**src/eeprom_pkg.sv**
```systemverilog
`default_nettype none

package eeprom_pkg;

    typedef logic [10:0] eeprom_addr_t;  // byte address inside a 24C16
    typedef logic [7:0]  eeprom_byte_t;
    typedef logic [4:0]  apb_addr_t;
    typedef logic [31:0] apb_data_t;

    // apb register map
    localparam apb_addr_t REG_CTRL   = 5'h00;  // bit 0 write, bit 1 read
    localparam apb_addr_t REG_ADDR   = 5'h04;
    localparam apb_addr_t REG_WDATA  = 5'h08;
    localparam apb_addr_t REG_STATUS = 5'h0C;  // busy, done, nack
    localparam apb_addr_t REG_RDATA  = 5'h10;

    localparam logic [3:0] EEPROM_DEV_CODE = 4'b1010;

    typedef enum logic [1:0] {
        CMD_START,  // start or repeated start
        CMD_WRITE,  // byte out, ack in
        CMD_READ,   // byte in, ack out
        CMD_STOP
    } bit_cmd_e;

    typedef enum logic [3:0] {
        XS_IDLE,
        XS_START,
        XS_CTRL_WR,
        XS_ADDR_WR,
        XS_DATA_WR,
        XS_RESTART,
        XS_CTRL_RD,
        XS_DATA_RD,
        XS_STOP,
        XS_FINISH
    } xfer_state_e;

    typedef enum logic [1:0] {
        BS_IDLE,
        BS_START,
        BS_BIT,
        BS_STOP
    } bit_state_e;

endpackage

`default_nettype wire

```
**src/eeprom_xfer_ctrl.sv**
```systemverilog
`timescale 1ns/100ps
`default_nettype none

module eeprom_xfer_ctrl
    import eeprom_pkg::*;
(
    input  wire logic         CLK,
    input  wire logic         RESET,
    input  wire logic         start_wr,
    input  wire logic         start_rd,
    input  wire eeprom_addr_t eeprom_addr,
    input  wire eeprom_byte_t wdata,
    output logic              busy,
    output logic              job_done,
    output logic              job_nack,
    output eeprom_byte_t      rdata,
    output bit_cmd_e          cmd,
    output eeprom_byte_t      tx_byte,
    output logic              ack_send,
    output logic              cmd_valid,
    input  wire logic         cmd_ready,
    input  wire logic         cmd_done,
    input  wire eeprom_byte_t rx_byte,
    input  wire logic         ack_rcvd
);

    xfer_state_e  state;
    logic         rd_job;
    logic         cmd_sent;   // command taken, waiting for cmd_done
    logic         nack_q;
    logic         cmd_state;
    eeprom_addr_t job_addr;
    eeprom_byte_t job_wdata;

    assign cmd_state = (state != XS_IDLE) && (state != XS_FINISH);
    assign cmd_valid = cmd_state & ~cmd_sent;
    assign busy      = (state != XS_IDLE);
    assign job_done  = (state == XS_FINISH);
    assign job_nack  = nack_q;
    assign ack_send  = 1'b0;  // single byte read always ends with nack

    always_comb
    begin
        cmd     = CMD_WRITE;
        tx_byte = 8'hFF;
        case (state)
            XS_START,
            XS_RESTART: cmd     = CMD_START;
            XS_CTRL_WR: tx_byte = {EEPROM_DEV_CODE, job_addr[10:8], 1'b0};
            XS_ADDR_WR: tx_byte = job_addr[7:0];
            XS_DATA_WR: tx_byte = job_wdata;
            XS_CTRL_RD: tx_byte = {EEPROM_DEV_CODE, job_addr[10:8], 1'b1};
            XS_DATA_RD: cmd     = CMD_READ;
            XS_STOP:    cmd     = CMD_STOP;
            default:    cmd     = CMD_WRITE;
        endcase
    end

    always_ff @(posedge CLK)
    begin
        if (RESET)
        begin
            state    <= XS_IDLE;
            rd_job   <= 1'b0;
            cmd_sent <= 1'b0;
            nack_q   <= 1'b0;
        end
        else
        begin
            if (cmd_valid && cmd_ready)
                cmd_sent <= 1'b1;
            else if (cmd_done)
                cmd_sent <= 1'b0;

            // any written byte left unanswered aborts the job
            if (cmd_done && cmd == CMD_WRITE && !ack_rcvd)
                nack_q <= 1'b1;

            case (state)
                XS_IDLE:
                begin
                    if (start_wr || start_rd)
                    begin
                        rd_job <= start_rd & ~start_wr;
                        nack_q <= 1'b0;
                        state  <= XS_START;
                    end
                end
                XS_START:
                begin
                    if (cmd_done)
                        state <= XS_CTRL_WR;
                end
                XS_CTRL_WR:
                begin
                    if (cmd_done)
                        state <= ack_rcvd ? XS_ADDR_WR : XS_STOP;
                end
                XS_ADDR_WR:
                begin
                    if (cmd_done)
                    begin
                        if (!ack_rcvd)
                            state <= XS_STOP;
                        else
                            state <= rd_job ? XS_RESTART : XS_DATA_WR;
                    end
                end
                XS_DATA_WR:
                begin
                    if (cmd_done)
                        state <= XS_STOP;
                end
                XS_RESTART:
                begin
                    if (cmd_done)
                        state <= XS_CTRL_RD;
                end
                XS_CTRL_RD:
                begin
                    if (cmd_done)
                        state <= ack_rcvd ? XS_DATA_RD : XS_STOP;
                end
                XS_DATA_RD:
                begin
                    if (cmd_done)
                        state <= XS_STOP;
                end
                XS_STOP:
                begin
                    if (cmd_done)
                        state <= XS_FINISH;
                end
                default:
                    state <= XS_IDLE;  // finish lasts one cycle
            endcase
        end
    end

    // job parameters frozen for the whole transaction
    always_ff @(posedge CLK)
    begin
        if (state == XS_IDLE && (start_wr || start_rd))
        begin
            job_addr  <= eeprom_addr;
            job_wdata <= wdata;
        end
        if (state == XS_DATA_RD && cmd_done)
            rdata <= rx_byte;
    end

endmodule

`default_nettype wire

```
**config.mk**
```make
export PLATFORM = sky130hd
export DESIGN_NAME = eeprom_xfer_ctrl
export DESIGN_NICKNAME = d
export VERILOG_FILES = /design/src/eeprom_pkg.sv /design/src/eeprom_xfer_ctrl.sv
export SDC_FILE = /design/constraint.sdc
export NUM_CORES = 1
export LEC_CHECK = 0
export ABC_AREA = 1
export BUFFER_PORTS_ARGS = -buffer_cell sky130_fd_sc_hd__buf_2
export CORE_ASPECT_RATIO = 1.4
export CORE_MARGIN = 1
export CORE_UTILIZATION = 35
export DETAILED_ROUTE_END_ITERATION = 6
export GPL_TIMING_DRIVEN = 0
export PLACE_DENSITY = 0.6
export SYNTH_ARGS = -nofsm -noshare
export SYNTH_HDL_FRONTEND = slang
export SYNTH_SLANG_ARGS = --single-unit
```
**constraint.sdc**
```tcl
create_clock -name CLK -period 2.2 [get_ports CLK]
set_input_delay 0.44 -clock CLK [delete_from_list [all_inputs] [get_ports CLK]]
set_output_delay 0.44 -clock CLK [all_outputs]
set_load 0.05 [all_outputs]
```
==> reports/qor.csv <==
stage,metric,value,unit
run_status,status,"complete, but fails checks",
run_status,failing checks,design-rule violations,
logic_synthesis,synthesized netlist cell count,154,
logic_synthesis,cell area after synthesis,1510,um2
finish,Final nets,250,
clock_network,CTS max path bufs,2,
detailed_routing,drt via density,4.70,
global_routing,initial antenna violation count,0,
timing,Setup-failing EPs final,0,
critical_path,critical path buffer and inverter count,3,
detailed_routing,WL per Instance,11.9,um
timing,Layout Skew,6.79,ps
critical_path,crit-path cells,inv_2 -> nor2_2 -> nand2_2 -> inv_2 -> a21oi_1 -> nand3_1 -> buf_2,
finish,Antenna Cells,0,
detailed_routing,drc violations,3,
timing,RSZ-0062 raised after global routing,false,
timing,Relative slew margins,37.7,%
clock_network,clk_lat worst skew,290,ps
die,Die Y,79.7,um
place,Port Buffer Count,55,
die,Die ar.,4580,um2
power_and_ir_drop,power per cell area,1390,nW/um2
timing,Worst Slack Setup Final,138,ps
logic_synthesis,mux contribution to synthesized area,0,%
global_routing,total global routing overflow,0,
finish,Storage cell area,956,um2
logic_synthesis,top cell type's share of synthesized area,53.7,%
finish,fin cells,260,
global_routing,vias in the first global route,1177,
clock_network,hold_buf cts,0,
die,Die X-Extent,57.5,um
detailed_routing,DR vias,1223,
clock_network,clock transition at the registers of the reported paths,70,ps
die,I/O Pins,57,
finish,layout cells sized above 1,41.0,%
finish,area of the multi-input gates,509,um2
logic_synthesis,syn_area_per_cell,9.80,um2
global_routing,gr usage total,14.8,%
logic_synthesis,Post-synth top cells,"nand2_1, edfxtp_1, nor2_1",
place,DP HPWL,2350,um
critical_path,startpoint types,flop,
clock_network,H-Tree Level Count,2,
logic_synthesis,largest family of logic cells by synthesized area,simple AND/OR/NAND/NOR gates,
logic_synthesis,prevailing post-synth register cell,edfxtp_1,
detailed_routing,Final ANT Viol Nets,0,
place,worst slack at placement,218,ps
die,core area,4020,um2
power_and_ir_drop,Leak,0.858,nW
detailed_routing,Final Routed Wirelength,3090,um
place,RD Place Congestion,0.874,
finish,# fillers,365,
critical_path,CP peak stage delay,390,ps
timing,Tcrit/Tclk final,93.7,%
finish,fin util,48.8,%
critical_path,Worst EP arrival,1620,ps
critical_path,slowest CP cell,dfxtp_2,
global_routing,largest net degree at the start of global routing,21,
timing,Final Hold Fails,0,
power_and_ir_drop,Final Power,2.72,mW
critical_path,Crit Path Max Fanout,9,
logic_synthesis,Netlist cell types,21,
logic_synthesis,Synth Area in Compound Gates,4.23,%
logic_synthesis,Area contributors post-synth,"edfxtp_1, nand2_1, dfxtp_1, nand3_1, nor2_2",
critical_path,kind of cell adding the most delay to the critical path,buffers and inverters,
critical_path,cell repeated most along the worst path,inv_2,
power_and_ir_drop,worst-case vdd ir drop,0.661,mV
logic_synthesis,Post-Synth Simple-Gate Area,27.8,%
timing,Fmax achieved,485,MHz
timing,max-slew violation count,0,
logic_synthesis,Syn Nets,188,
detailed_routing,Iteration-0 DRC Markers,33,
critical_path,Critical Path End Type,output pin,
timing,pin slew with the least headroom to its limit,934,ps
place,placed cell count,252,
critical_path,critical path class,flop to output pin,
detailed_routing,drt first pass iters,6,
worst_hold_path,worst min-delay path class,input pin to flop,
logic_synthesis,number of synthesized register bits,34,
logic_synthesis,sequential area share after synthesis,63.0,%
clock_network,CTS Buf Count,5,
clock_network,Root Driver,clkbuf_8,
finish,Layout area overhead,29.9,%
clock_network,Clock Sinks,34,
logic_synthesis,Synth Area in XOR/XNOR,0,%
timing,WHS,324,ps
clock_network,CTS tree,yes,
critical_path,Worst EP required,1760,ps
logic_synthesis,Post-synth EDFFs,27,
die,Starting Density,37.5,%
logic_synthesis,most frequent cell after synthesis,nand2_1,
logic_synthesis,Async SR Flop Fraction,0,%
die,count of standard-cell rows,27,
logic_synthesis,adder-cell area share of the yosys netlist,0,%
logic_synthesis,synth warn,0,
timing,Tmin final,2060,ps
global_routing,first-pass GRT wire length,5000,um
logic_synthesis,Yosys top cell by area,edfxtp_1,
run,Max-Cap Viols,0,
kinds of logic (layout without fill, tap and decap cells):
logic type / count (synthesis) / in the layout
other: 1 / 1
buffers and inverters: 18 / 81
flip-flops: 34 / 34
AO/OA/AOI/OAI: 10 / 10
AND/OR/NAND/NOR: 91 / 91
worst paths after layout:
path             startpoint          end  slack, ps  cells past startpoint
min          eeprom_addr[5]  job_addr[5]        320                      1
max reg2reg        state[3]  job_addr[0]        450                      3
max                state[2]   tx_byte[0]        140                      7
min reg2reg        job_nack     job_nack        470                      2
routing by layer:
layer	wire (um)	GRT usage (%)	share of wire [%]	up-vias
met5	0	0	0	-
li1	-	-	-	639
met1	1240	15.0	40	534
met4	36	5.85	1.2	0
met3	194	5.51	6.3	6
met2	1630	26.9	53	44
metrics by stage:
step / cell area (um2) / setup TNS, ps
after global routing: 1960 / 0
after global placement: 1840 / -2350
final: 1960 / 0
after detailed placement: 1840 / 0
after floorplan: 1510 / 0
after CTS: 1930 / 0
state kept, by name, summed over array words and instances, names as in the netlist:
| register | cells |
|---|---|
| job_wdata | 8 |
| job_nack | 1 |
| cmd_sent | 1 |
| rd_job | 1 |
| job_addr | 11 |
| state | 4 |
| rdata | 8 |
report_power, final:
group / switching (mW) / internal [mW]
clock network: 0.223 / 0.216
logic: 0.946 / 0.320
registers: 0.0902 / 0.930
total: 1.26 / 1.47
what timing repair did:
action                                  CTS  global route
buffers inserted                          0             0
endpoints found under the setup margin    8             8
resized for setup                         2            13
final cells by class:
type / count / share of cell area [%]
plain buffers: 1 / 0.383
clock buffers: 5 / 3.51
clock inverters: 3 / 0.830
inverters: 17 / 3.25
multi-input cells: 102 / 26.0
flip-flops and latches: 34 / 48.8
well taps: 43 / 2.74
repair buffers: 55 / 14.6
cells in the final DEF (no fill, tap or decap), types with 3 or more instances in the layout:
master | Yosys | routed
buf_2 | 0 | 51
nand2_1 | 48 | 47
edfxtp_1 | 27 | 27
nor2_1 | 13 | 11
inv_1 | 11 | 11
nand3_1 | 11 | 11
nor2_2 | 8 | 8
inv_2 | 6 | 6
nand4_1 | 6 | 6
clkbuf_8 | 0 | 5
a21oi_1 | 4 | 4
dfxtp_2 | 0 | 4
buf_4 | 1 | 3
dfxtp_1 | 7 | 3
(Power assumes the default switching activity.)
