## config.mk

```make
export PLATFORM = sky130hd
export DESIGN_NAME = eeprom_apb_regs
export DESIGN_NICKNAME = d
export VERILOG_FILES = /design/src/eeprom_pkg.sv /design/src/eeprom_apb_regs.sv
export SDC_FILE = /design/constraint.sdc
export NUM_CORES = 1
export LEC_CHECK = 0
export BUFFER_PORTS_ARGS = -buffer_cell sky130_fd_sc_hd__buf_4
export CELL_PAD_IN_SITES_DETAIL_PLACEMENT = 0
export CELL_PAD_IN_SITES_GLOBAL_PLACEMENT = 1
export CORE_ASPECT_RATIO = 0.8
export CORE_MARGIN = 2
export CORE_UTILIZATION = 25
export DETAILED_ROUTE_END_ITERATION = 16
export PLACE_DENSITY_LB_ADDON = 0.1
export SYNTH_ARGS = -nofsm -noshare
export SYNTH_HDL_FRONTEND = slang
export SYNTH_SLANG_ARGS = --single-unit
```

## constraint.sdc

```tcl
create_clock -name CLK -period 1.2 [get_ports CLK]
set_input_delay 0 -clock CLK [delete_from_list [all_inputs] [get_ports CLK]]
set_output_delay 0 -clock CLK [all_outputs]
set_load 0.03 [all_outputs]
```

## src/eeprom_pkg.sv

```systemverilog
`default_nettype none

package eeprom_pkg;

    typedef logic [10:0] eeprom_addr_t;  // byte address inside a 24C16
    typedef logic [7:0]  eeprom_byte_t;
    typedef logic [4:0]  apb_addr_t;
    typedef logic [31:0] apb_data_t;

    // apb register map
    localparam apb_addr_t REG_CTRL   = 5'h00;  // bit 0 write, bit 1 read
    localparam apb_addr_t REG_ADDR   = 5'h04;
    localparam apb_addr_t REG_WDATA  = 5'h08;
    localparam apb_addr_t REG_STATUS = 5'h0C;  // busy, done, nack
    localparam apb_addr_t REG_RDATA  = 5'h10;

    localparam logic [3:0] EEPROM_DEV_CODE = 4'b1010;

    typedef enum logic [1:0] {
        CMD_START,  // start or repeated start
        CMD_WRITE,  // byte out, ack in
        CMD_READ,   // byte in, ack out
        CMD_STOP
    } bit_cmd_e;

    typedef enum logic [3:0] {
        XS_IDLE,
        XS_START,
        XS_CTRL_WR,
        XS_ADDR_WR,
        XS_DATA_WR,
        XS_RESTART,
        XS_CTRL_RD,
        XS_DATA_RD,
        XS_STOP,
        XS_FINISH
    } xfer_state_e;

    typedef enum logic [1:0] {
        BS_IDLE,
        BS_START,
        BS_BIT,
        BS_STOP
    } bit_state_e;

endpackage

`default_nettype wire

```

## src/eeprom_apb_regs.sv

```systemverilog
`timescale 1ns/100ps
`default_nettype none

module eeprom_apb_regs
    import eeprom_pkg::*;
(
    input  wire logic         CLK,
    input  wire logic         RESET,
    input  wire logic         psel,
    input  wire logic         penable,
    input  wire logic         pwrite,
    input  wire apb_addr_t    paddr,
    input  wire apb_data_t    pwdata,
    output apb_data_t         prdata,
    output logic              pready,
    output logic              pslverr,
    output logic              start_wr,
    output logic              start_rd,
    output eeprom_addr_t      eeprom_addr,
    output eeprom_byte_t      wdata,
    input  wire logic         busy,
    input  wire logic         job_done,
    input  wire logic         job_nack,
    input  wire eeprom_byte_t rdata
);

    logic         access;
    logic         ctrl_go;
    logic         job_pending;
    logic         bad_access;
    logic         wr_done;
    logic         rd_done;
    logic         ctrl_wr;
    logic         done_q;
    logic         nack_q;
    eeprom_byte_t rdata_q;

    assign access      = psel & penable;
    assign job_pending = busy | start_wr | start_rd;  // covers the gap before busy rises
    assign ctrl_go     = access & pwrite & (paddr == REG_CTRL) & (pwdata[0] | pwdata[1]);
    assign pready      = ~(ctrl_go & job_pending);

    always_comb
    begin
        case (paddr)
            REG_CTRL:   bad_access = ~pwrite;
            REG_ADDR,
            REG_WDATA:  bad_access = 1'b0;
            REG_STATUS,
            REG_RDATA:  bad_access = pwrite;
            default:    bad_access = 1'b1;
        endcase
    end

    assign pslverr = access & pready & bad_access;
    assign wr_done = access & pready & pwrite & ~bad_access;
    assign rd_done = access & ~pwrite & ~bad_access;
    assign ctrl_wr = wr_done & (paddr == REG_CTRL);

    always_comb
    begin
        prdata = '0;
        case (paddr)
            REG_ADDR:   prdata[10:0] = eeprom_addr;
            REG_WDATA:  prdata[7:0]  = wdata;
            REG_STATUS: prdata[2:0]  = {nack_q, done_q, job_pending};
            REG_RDATA:  prdata[7:0]  = rdata_q;
            default:    prdata       = '0;
        endcase
    end

    always_ff @(posedge CLK)
    begin
        if (RESET)
        begin
            start_wr    <= 1'b0;
            start_rd    <= 1'b0;
            eeprom_addr <= '0;
            wdata       <= '0;
            done_q      <= 1'b0;
            nack_q      <= 1'b0;
        end
        else
        begin
            start_wr <= ctrl_wr & pwdata[0];
            start_rd <= ctrl_wr & pwdata[1] & ~pwdata[0];  // write wins
            if (wr_done && paddr == REG_ADDR)
                eeprom_addr <= pwdata[10:0];
            if (wr_done && paddr == REG_WDATA)
                wdata <= pwdata[7:0];
            if (rd_done && paddr == REG_STATUS)
            begin
                done_q <= 1'b0;
                nack_q <= 1'b0;
            end
            if (job_done)  // a finishing job beats the clear
            begin
                done_q <= 1'b1;
                nack_q <= job_nack;
            end
        end
    end

    always_ff @(posedge CLK)
    begin
        if (job_done)
            rdata_q <= rdata;
    end

endmodule

`default_nettype wire

```

==> summary by stage, run 1 <==
Synthesis
The top cell type's share of synthesized area is 30.3%. The number of synthesized flops with an enable pin is 8. The cell count after synthesis is 152.

In the synthesized netlist, the cells that appear most often are nor2_1 (28), dfxtp_1 (23), buf_4 (22). The average cell area after synthesis is 10.0 sq um. The most used flip-flop cell after synthesis is dfxtp_1.

The library cell with the largest summed area after synthesis is dfxtp_1. Of the synthesized area, sequential elements account for 46.1%. The synthesized design contains 31 register bits. The number of warnings printed during yosys synthesis is 0. Of all flip-flops after synthesis, the portion carrying an async set or reset was 0%.

Sorting the synthesized cells by area gives the leading types as dfxtp_1 (30%), edfxtp_1 (16%), mux2i_1 (13%). The number of different library cells used by synthesis comes to 31. The cell area after synthesis is 1520 sq um. The leading cell type by number of instances after synthesis is nor2_1.

Placed design
The final weighted congestion in routability-driven placement is 0.691. The instance count after placement with tap cells included is 305. Timing analysis after detailed placement gives a worst setup slack of -0.243 ns. Summed over all nets, the half-perimeter wirelength after detailed placement is 3.08 mm.

The number of port buffers is 65.

Clocking
The clock transition at the registers of the reported paths is 0.06 ns. The number of H-tree branching levels is 2. The clock passes through at most 2 buffers.

Counting every sink on the clock net gives 31. At the later pin of the worst-skew pair, clock insertion delay measures 0.27 ns. The tree is rooted in a clkbuf_8. The clock tree from TritonCTS is built.

TritonCTS created 5 clock buffers.

Floorplan
The die is 91.2 um wide. The number of placed I/O pins is 108. The starting density of the core is 25.9%. The initialized floorplan defines 25 standard-cell rows. The floorplan die height is 73.8 um. The total area inside the core boundary comes to 5880 sq um. The die footprint is 6730 sq um.

STA
The count of final hold-check violations is 0. Setup repair after global routing could not meet its margin everywhere. Between clock sinks in the finished design, the worst skew comes to 0.0000277 ns.

The final-report max-slew violation count is 0. Setup violations remaining at the end of the flow were counted as 3. The fmax is 824 MHz.

The time the final worst path needs with I/O delays and setup is 1.21 ns. The final worst setup slack is -0.0142 ns. The period utilization is 101%.

Worst setup path
The signal arrival time at the worst endpoint is 1.21 ns. STA puts the critical path data required time at 1.20 ns. By startpoint and endpoint, the worst setup path is classified as flip-flop to output port. The largest stage delay on the critical path is 0.37 ns. The kind of end point of the critical path is an output port. Along the worst path, the maximum fanout reaches 1. The critical path launch point type is a flip-flop. Traced cell by cell, the critical path runs through a222oi_1, nand2_1, buf_6.

The slowest library cell on the worst path is edfxtp_1.

Drt
After detailed routing, the total wire length is 4.24 mm. The remaining routing DRC violations is 0. The DRC violation total after the first TritonRoute iteration is 44. The final routed wire length divided by cell count is 12.6 um.

Across all layers, the routed design uses 1418 vias. The total iterations of the first detailed-routing run is 4. Once detail routing completed, the nets flagged for antenna violations numbered 0. In the routed layout, each cell is associated on average with a via count of 4.22.

Pwr
VDD sags by at most 0.522 mV. The cell area power density is 916 nW/um^2. The analysis attributes to cell leakage a power of 1.13 nW.

GRT
The initial antenna violation count is 0. The first global-routing pass estimated 6.62 mm of wire. For this run, the total global-route usage over all layers was measured as 12.7%. The pin count of the biggest net entering global routing is 24. The via count of the first global-routing pass was 1354. The total overflow left after global routing is 0.

Outcome
The checks that failed: negative setup slack. The run finished, with violations left.

Cells and area
The post-route netlist has 41.2% of its cells at a drive strength greater than 1. Fill cells in the final layout number 594. The combined flip-flop and latch cell area is 708 sq um. The number of standard cells in the layout, taps in and fillers out is 336. The area added between synthesis and finish is 66.2%. The area of the multi-input gates is 724 sq um. 0 antenna diodes ended up in the layout.

The net count of the finished layout is 307.

Min path
The class of the worst hold path is primary input to flip-flop.

Job
The number of maximum-capacitance constraint violations is 0.
worst max-delay path, delay by kind of cell, from the launching register on:
kind	cells	cell delay, ns
AO/OA/AOI/OAI	1	0.30
flip-flops	1	0.37
AND/OR/NAND/NOR	1	0.12
buffers and inverters	1	0.16
timing repair:
action                                  in CTS  in global routing
endpoints found under the setup margin      12                 23
setup buffers                                2                  1
gates resized for setup                     10                 18
endpoints found under the hold margin       26                  0
hold buffers                                20                  0
pin swaps                                    7                  7
through the flow:
step	utilization, %	setup TNS, ns	total power (W)	cell area [sq um]	hold slack, ns
2_1_floorplan	-	-0.860	0.00134	1610	0.0758
3_3_place_gp	36.0	-4.87	0.00143	2120	0.178
3_5_place_dp	36.0	-5.56	0.00144	2120	0.179
4_1_cts	41.9	-0.0898	0.00235	2460	0.0507
5_1_grt	43.0	-0.511	0.00243	2530	0.0516
6_report	43.0	-0.0269	0.00232	2530	0.0563
worst paths after layout:
check                                           start  slack (ns)  cells after the start               endpoint
worst min-delay path                         job_done        0.06                      3    done_q$_SDFFE_PP0P_
worst max-delay path             rdata_q[1]$_DFFE_PP_       -0.01                      3              prdata[1]
worst max register to register    start_wr$_SDFF_PP0_        0.10                      4    start_rd$_SDFF_PP0_
worst min register to register  wdata[6]$_SDFFE_PP0P_        0.50                      2  wdata[6]$_SDFFE_PP0P_
layout by cell type, fill, tap and decap left out, types with 2 or more instances in the layout:
cell type      netlist  final
buf_4               22     64
nor2_1              28     27
conb_1               1     21
mux2i_1             20     20
dlygate4sd3_1        0     20
dfxtp_1             23     17
buf_6                1     15
nand2_1              8      8
edfxtp_1             8      8
a222oi_1             7      7
clkbuf_8             0      6
dfxtp_2              0      6
inv_1                5      5
nand3_1              4      4
and2_1               3      3
nor3_4               1      2
nor3b_2              1      2
where the power goes:
part	switching (W)	internal, W	total, W
combinational	0.000208	0.000164	0.000372
sequential	0.00000948	0.00110	0.00111
clock	0.000373	0.000462	0.000835
cells by family (layout without fill, tap and decap cells):
kind of cell,Yosys count,after routing,share of synthesized area (%)
AO/OA/AOI/OAI,14,14,7.90
buffers and inverters,31,114,13.7
AND/OR/NAND/NOR,55,55,19.0
flip-flops,31,31,46.1
other,1,21,0.246
multiplexers,20,20,13.2
sequential cells by signal (all words and copies together) (netlist names):
| name | flops |
|---|---|
| eeprom_addr | 11 |
| rdata_q | 8 |
| wdata | 8 |
| done_q | 1 |
| nack_q | 1 |
| start_rd | 1 |
| start_wr | 1 |
area by class of cell:
| cell class | count | area share (%) |
|---|---|---|
| Clock buffer | 7 | 3.41 |
| Inverter | 5 | 0.742 |
| Clock inverter | 1 | 0.198 |
| Timing Repair Buffer | 101 | 35.0 |
| Multi-Input combinational cell | 110 | 28.6 |
| Sequential cell | 31 | 28.0 |
| Tap cell | 81 | 4.01 |
routing by layer:
metal  wire, um  GRT usage [%]
met1       1870           15.8
met2       2060           22.0
met3        271           3.59
met4         38           3.37
met5          0              0
No activity file was read; power rests on OpenSTA's default activity.
==> run 2, diff against run 1 <==
- ABC_AREA: unset -> 1
- TNS_END_PERCENT: unset -> 100
==> run 2 against run 1 <==
  * The flow still finishes with violations (negative setup slack)
  * Sequential share of layout area down 2.9 points
  * First-iteration DRC count shrank 11%
  * Final cell count increased by 24%
  * Via count grew 23%
  * Core utilization is 1.4 points lower
  * Clock skew grew 0.0031 ns
  * Largest power group unchanged
==> summary by stage, run 2 <==
Cells and area
Most frequent cells in the layout: buf_4 (73), nand2_1 (49), inv_1 (24), nor2_1 (24) (was buf_4 (64), nor2_1 (27), conb_1 (21), mux2i_1 (20), dlygate4sd3_1 (20)). The final core area utilization was 41.6% (was 43.0%). The antenna cell count came to 0 (unchanged). The register with the highest flop count is eeprom_addr (unchanged). The flip-flop count of the largest register after layout is 11 (unchanged). The proportion of layout cells with a drive suffix above 1 is 43.2% (was 41.2%).

The count of nets after finishing is 383 (was 307). The area added between synthesis and finish came to 63.8% (was 66.2%). The most common library cell in the layout ignoring fill and taps is buf_4 (unchanged).

Regs by FF count: eeprom_addr (11), rdata_q (8), wdata (8) (unchanged).

Synthesis
The number of synthesized flops with an enable pin is 8 (unchanged). The basic-gate share of the synthesized area counting and, or, nand and nor cells is 29.1% (was 19.0%). Cells taking the most area after synthesis: dfxtp_1 (27%), edfxtp_1 (14%), nand2_1 (11%) (was dfxtp_1 (30%), edfxtp_1 (16%), mux2i_1 (13%)). The mux share of post-synthesis cell area was 0% (was 13.2%). The number of library cell types mapped by synthesis is 24 (was 31). The library cell with the largest summed area after synthesis is dfxtp_1 (unchanged). The fraction of the mapped netlist area in compound gates is 11.2% (was 7.89%). The xor-xnor portion of the synthesized cell area was 0% (unchanged).

The register area share after synthesis came to 40.7% (was 46.1%). The top cell type's share of synthesized area came to 26.7% (was 30.3%). The flip-flop cell with the highest count after synthesis is dfxtp_1 (unchanged). The cell count after synthesis is 236 (was 152).

The leading cell type by number of instances after synthesis is nand2_1 (was nor2_1). Top post-synthesis cells by count: nand2_1 (51), nand3_1 (31), nor2_1 (26) (was nor2_1 (28), dfxtp_1 (23), buf_4 (22)). The total of flip-flops plus latches after synthesis came to 31 (unchanged). The cell area after synthesis is 1720 sq um (was 1520 sq um). The main combinational cell family by area after synthesis is simple AND/OR/NAND/NOR gates (unchanged).

The average cell area after synthesis is 7.30 sq um (was 10.0 sq um). The async set-reset flop share out of synthesis is 0% (unchanged). The adder and majority gate portion of the synthesized area is 0% (unchanged). The number of warnings printed during yosys synthesis is 0 (unchanged).

Pwr
The cell area power density is 823 nW/um^2 (was 916 nW/um^2). The maximum vdd ir drop came to 0.362 mV (was 0.522 mV). The leakage power figure came to 1.30 nW (was 1.13 nW).

Placed design
The number of port buffers is 65 (unchanged). The final weighted congestion in routability-driven placement is 0.790 (was 0.691). The detailed-placement wirelength estimate is 3.37 mm (was 3.08 mm).

Floorplan
The floorplan die height came to 78.3 um (was 73.8 um). The number of placed I/O pins is 108 (unchanged). The die footprint is 7580 sq um (was 6730 sq um).

The number of placement rows is 27 (was 25). The chip width is 96.8 um (was 91.2 um). The starting density of the core is 25.4% (was 25.9%). The standard cell core area was 6790 sq um (was 5880 sq um).

STA
The final-layout setup total negative slack came to -3.09 ns (was -0.0269 ns). The period utilization was 114% (was 101%). The final number of setup-violating endpoints is 24 (was 3).

The time the final worst path needs with I/O delays and setup is 1.36 ns (was 1.21 ns). Setup repair after global routing missed its margin: yes (unchanged). The fmax is 734 MHz (was 824 MHz). The final-report max-slew violation count is 0 (unchanged). The post-route worst hold slack is 0.0155 ns (was 0.0563 ns).

The worst clock skew on the final layout is 0.00316 ns (was 0.0000277 ns). The count of final hold-check violations is 0 (unchanged). The final worst setup slack is -0.163 ns (was -0.0142 ns).

Clocking
The number of clock buffers inserted by TritonCTS is 5 (unchanged). The clock transition at the registers of the reported paths is 0.07 ns (was 0.06 ns). The clock tree from TritonCTS is built (unchanged).

The number of sinks on the clock net was 31 (unchanged). The maximum clock insertion buffer count was 2 (unchanged). The clock root buffer is clkbuf_8 (unchanged). The clock network latency to the later pin of the worst-skew pair is 0.28 ns (was 0.27 ns). The number of H-tree branching levels is 2 (unchanged).

Drt
The remaining routing DRC violations is 0 (unchanged). The number of antenna-violating nets in the routed design is 0 (unchanged). The final routed wire length divided by cell count came to 12.1 um (was 12.6 um). The total wire length after detailed routing was 5.06 mm (was 4.24 mm). The number of vias per cell after detailed routing came to 4.17 (was 4.22).

The total iterations of the first detailed-routing run was 4 (unchanged). The count of vias placed by the detailed router was 1742 (was 1418). The DRC violation total after the first TritonRoute iteration came to 39 (was 44).

Worst setup path
The largest fanout on the critical path is 2 (was 1). The critical path launch point type is a flip-flop (unchanged). The slowest library cell on the worst path was dfxtp_4 (was edfxtp_1). The classification of the worst setup path is flip-flop to output port (unchanged).

The required time of the worst setup path is 1.20 ns (about the same). The number of buffers and inverters on the critical path was 2 (was 1). The top cell family by delay on the critical path is flip-flops (unchanged). The signal arrival time at the worst endpoint is 1.36 ns (was 1.21 ns). Cell chain of the critical path: nor2_4, nand2_4, nand3_4, o21ai_4, buf_4, a21oi_2, buf_6 (was a222oi_1, nand2_1, buf_6). The largest stage delay on the critical path came to 0.35 ns (was 0.37 ns). The kind of end point of the critical path is an output port (unchanged).

GRT
The global-route congestion overflow total is 0 (unchanged). The wire length of the first global-routing pass is 7.58 mm (was 6.62 mm). The global router's overall resource usage was 12.4% (was 12.7%). The pin count of the biggest net entering global routing is 31 (was 24). The initial antenna violation count is 0 (unchanged). The via count of the first global-routing pass came to 1583 (was 1354).

Outcome
Failing checks: negative setup slack (unchanged). Result of the run: finished, violations left (unchanged).

Job
The number of maximum-capacitance constraint violations is 0 (unchanged).

Min path
The class of the worst hold path is primary input to flip-flop (unchanged).
==> run 2: worst paths after layout <==
path	startpoint	end	slack, ns	cells past startpoint
hold reg to reg	done_q$_SDFFE_PP0P_	done_q$_SDFFE_PP0P_	0.47	2
setup / recovery	start_wr$_SDFF_PP0_	pslverr	-0.16	7
hold / removal	job_done	rdata_q[5]$_DFFE_PP_	0.02	1
setup reg to reg	start_wr$_SDFF_PP0_	eeprom_addr[1]$_SDFFE_PP0P_	-0.16	9
==> run 2: kinds of logic (layout without fill, tap and decap cells) <==
family          after synthesis  after routing
flops                        31             31
compound gates               29             29
simple gates                116            116
other cells                   1             21
buf+inv                      59            134
==> run 2: layout make-up <==
cell class | instances | area, sq um
clock buffer | 5 | 68.8
timing repair buffer | 99 | 890
tap | 87 | 109
inverter | 27 | 101
clock inverter | 3 | 20.0
sequential | 31 | 708
multi-input combinational | 166 | 926
fill | 730 | 3970
==> run 2: stage by stage <==
stage	setup slack, ns	instance area [sq um]	std cells	power [W]
after floorplan	-0.118	1810	256	0.00136
after global placement	-0.0991	2340	390	0.00146
after detailed placement	-0.119	2340	390	0.00145
after CTS	-0.175	2610	410	0.00234
after global routing	-0.249	2820	418	0.00246
final	-0.163	2820	418	0.00232
==> run 2: routing by layer <==
| metal | global-route usage (%) | wire, um |
|---|---|---|
| met5 | 0 | 0 |
| met4 | 3.38 | 21 |
| met3 | 4.10 | 213 |
| met2 | 19.8 | 2430 |
| met1 | 16.2 | 2390 |
==> run 2: what timing repair did <==
action,in CTS,in global routing
pin swaps,4,12
setup buffers,0,5
endpoints found under the hold margin,12,0
setup endpoints to repair,22,24
resized for setup,13,29
hold buffers,11,0
cloned,1,3
==> run 2: report_power, final <==
part / switching, W / internal [W] / leakage, nW / total (W)
Sequential: 0.00000801 / 0.00110 / 0.266 / 0.00110
Combinational: 0.000231 / 0.000159 / 0.999 / 0.000391
Clock: 0.000427 / 0.000403 / 0.0402 / 0.000830
==> run 3, diff against run 2 <==
- CORE_UTILIZATION: 25 -> 28
- MAX_ROUTING_LAYER: unset -> met4
- clock period: 1.2 -> 1.4 ns (I/O delays scaled with it)
==> run 3 against run 2 <==
  * The flow now finishes without violations
  * Register-to-register slack better by 0.17 ns
  * Sequential power is 14% lower
  * Final cell count shrank 2.6%
  * Non-clock buffer count shrank 5
  * Core utilization up 4.1 points
  * First-iteration DRC count did not move
  * Flip-flop and latch count is the same
  * Combinational power down 21%
  * Total power is 8.4% lower
  * Largest cell class unchanged
==> summary by stage, run 3 (synthesis results as in run 2) <==
Worst setup path
The worst-case register-to-register setup slack is 0.008 ns (was -0.16 ns). The worst reg-to-reg path cell count was 9 (unchanged). The classification of the worst setup path was primary input to flip-flop (was flip-flop to output port).

The signal arrival time at the worst endpoint is 1.57 ns (was 1.36 ns). The launch instance of the worst register-to-register path is start_wr$_SDFF_PP0_ (unchanged). The required time of the worst setup path is 1.57 ns (was 1.20 ns). The capture instance of the worst register-to-register path is eeprom_addr[0]$_SDFFE_PP0P_ (was eeprom_addr[1]$_SDFFE_PP0P_). Cell chain of the critical path: dlygate4sd3_1, buf_4, inv_4, nand2_2, nand3_2, o21ai_4, nor2_4, buf_6, clkbuf_16, a21oi_1, nor2_1 (was nor2_4, nand2_4, nand3_4, o21ai_4, buf_4, a21oi_2, buf_6).

The kind of end point of the critical path was a flip-flop (was output port). The largest fanout on the critical path is 7 (was 2). The largest stage delay on the critical path is 0.53 ns (was 0.35 ns). The critical path launch point type is a primary input (was flip-flop). The slowest library cell on the worst path is dlygate4sd3_1 (was dfxtp_4). The worst setup path startpoint is pwdata[0] (was start_wr$_SDFF_PP0_).

Drt
The number of antenna-violating nets in the routed design is 0 (unchanged). The DRC violation total after the first TritonRoute iteration is 39 (unchanged). The total iterations of the first detailed-routing run was 4 (unchanged). The count of vias placed by the detailed router is 1695 (was 1742). The total wire length after detailed routing is 4.61 mm (was 5.06 mm).

The final routed wire length divided by cell count is 11.3 um (was 12.1 um). The number of vias per cell after detailed routing is 4.16 (was 4.17). The remaining routing DRC violations is 0 (unchanged).

Cells and area
Most frequent cells in the layout: buf_4 (74), nand2_1 (50), nor2_1 (26), inv_1 (24), nand3_1 (22) (was buf_4 (73), nand2_1 (49), inv_1 (24), nor2_1 (24)). The combined flip-flop and latch cell area is 703 sq um (was 708 sq um). The filler cell count is 610 (was 730). The proportion of layout cells with a drive suffix above 1 is 39.0% (was 43.2%). The flip-flop count of the largest register after layout came to 11 (unchanged).

The area added between synthesis and finish is 57.4% (was 63.8%). The number of standard cells in the layout, taps in and fillers out is 407 (was 418). The antenna cell count is 0 (unchanged).

The register with the highest flop count is eeprom_addr (unchanged). The most common library cell in the layout ignoring fill and taps is buf_4 (unchanged). The count of nets after finishing came to 378 (was 383).

Regs by FF count: eeprom_addr (11), rdata_q (8), wdata (8) (unchanged). The area of the multi-input gates came to 868 sq um (was 926 sq um).

Floorplan
The number of placement rows was 25 (was 27). The die footprint was 6800 sq um (was 7580 sq um). The starting density of the core came to 29.0% (was 25.4%). The floorplan die height is 74.2 um (was 78.3 um). The number of placed I/O pins is 108 (unchanged). The chip width came to 91.7 um (was 96.8 um). The standard cell core area is 5940 sq um (was 6790 sq um).

Pwr
The leakage power figure is 1.26 nW (was 1.30 nW). The cell area power density was 785 nW/um^2 (was 823 nW/um^2). The maximum vdd ir drop is 0.321 mV (was 0.362 mV).

STA
The worst path needs 1.39 ns of the cycle, external delays included. The count of final hold-check violations is 0 (unchanged). The final-report max-slew violation count is 0 (unchanged). Setup repair after global routing missed its margin: yes (unchanged). The fmax is 718 MHz. The worst clock skew on the final layout is 0.00557 ns (was 0.00316 ns). The final number of setup-violating endpoints was 0 (was 24).

The worst path uses 99.4% of the clock period. The final-layout setup total negative slack is 0 ns (was -3.09 ns). The final worst setup slack was 0.00788 ns (was -0.163 ns).

Placed design
The final weighted congestion in routability-driven placement is 0.802 (was 0.790). The instance count after placement with tap cells included is 379 (was 390). The detailed-placement wirelength estimate came to 3.20 mm (was 3.37 mm). The number of port buffers was 65 (unchanged).

The worst slack at placement is 0.0621 ns (was -0.119 ns).

GRT
The pin count of the biggest net entering global routing is 26 (was 31). The global router's overall resource usage is 13.1% (was 12.4%). The global-route congestion overflow total is 0 (unchanged). The wire length of the first global-routing pass is 6.82 mm (was 7.58 mm). The initial antenna violation count was 0 (unchanged). The via count of the first global-routing pass is 1434 (was 1583).

Clocking
The clock transition at the registers of the reported paths is 0.07 ns (about the same). The clock root buffer is clkbuf_8 (unchanged). The number of sinks on the clock net is 31 (unchanged). The maximum clock insertion buffer count came to 2 (unchanged). The clock network latency to the later pin of the worst-skew pair is 0.28 ns (about the same).

The number of clock buffers inserted by TritonCTS is 5 (unchanged). The number of H-tree branching levels was 2 (unchanged). The clock tree from TritonCTS was built (unchanged).

Min path
The launch instance of the worst min-delay path is job_done (unchanged). The terminating pin of the worst hold path is rdata_q[5]$_DFFE_PP_ (unchanged). The number of cells on the worst hold path is 1 (unchanged). The class of the worst hold path was primary input to flip-flop (unchanged).

Outcome
Result of the run: finished, final reports clean (was finished, violations left).

Job
The number of maximum-capacitance constraint violations came to 0 (unchanged).
## run 3: critical path: cells and delay by family
kind	cells	cell delay [ns]
AO/OA/AOI/OAI	2	0.32
buffers and inverters	5	0.99
AND/OR/NAND/NOR	4	0.26
## run 3: timing repair
action | 4_1_cts | 5_1_grt
hold endpoints to repair | 12 | 0
setup endpoints to repair | 0 | 22
hold buffers | 12 | 0
resized for setup | 0 | 25
setup buffers | 0 | 4
## run 3: cell type report
cell class                      instances  area share [%]
Inverter                               27            3.83
Clock buffer                            5            2.54
Multi-Input combinational cell        166            32.0
Timing Repair Buffer                   94            30.5
Sequential cell                        31            25.9
Tap cell                               81            3.74
Clock inverter                          3            1.43
## run 3: worst max path at each step
stage	end	slack, ns	cells after the start
global route	wdata[2]$_SDFFE_PP0P_	-0.06	9
floorplan	eeprom_addr[5]$_SDFFE_PP0P_	0.03	9
finish	eeprom_addr[0]$_SDFFE_PP0P_	0.008	11
CTS	start_wr$_SDFF_PP0_	0.003	10
detailed placement	start_wr$_SDFF_PP0_	0.06	8
global placement	start_wr$_SDFF_PP0_	0.02	8
## run 3: where the power goes
part | leakage, nW | switching, W | total [W] | internal, W
sequential | 0.265 | 0.00000659 | 0.000949 | 0.000943
clock | 0.0556 | 0.000348 | 0.000869 | 0.000521
combinational | 0.942 | 0.000188 | 0.000310 | 0.000121
## run 3: through the flow
step	total power [W]	utilization, %	cell area (sq um)	hold slack, ns
final	0.00213	45.6	2710	0.0134
after global routing	0.00223	45.6	2710	0.00472
after CTS	0.00214	41.9	2490	0.0125
after detailed placement	0.00124	38.1	2260	0.179
after global placement	0.00124	38.1	2260	0.179
after floorplan	0.00117	-	1800	0.0691
## run 3: layer usage
metal / GRT usage [%] / up-vias / wire length (um)
met5: - / - / 0
met4: 4.48 / 0 / 8
li1: - / 889 / -
met2: 19.9 / 62 / 2000
met1: 17.1 / 742 / 2260
met3: 3.44 / 2 / 345
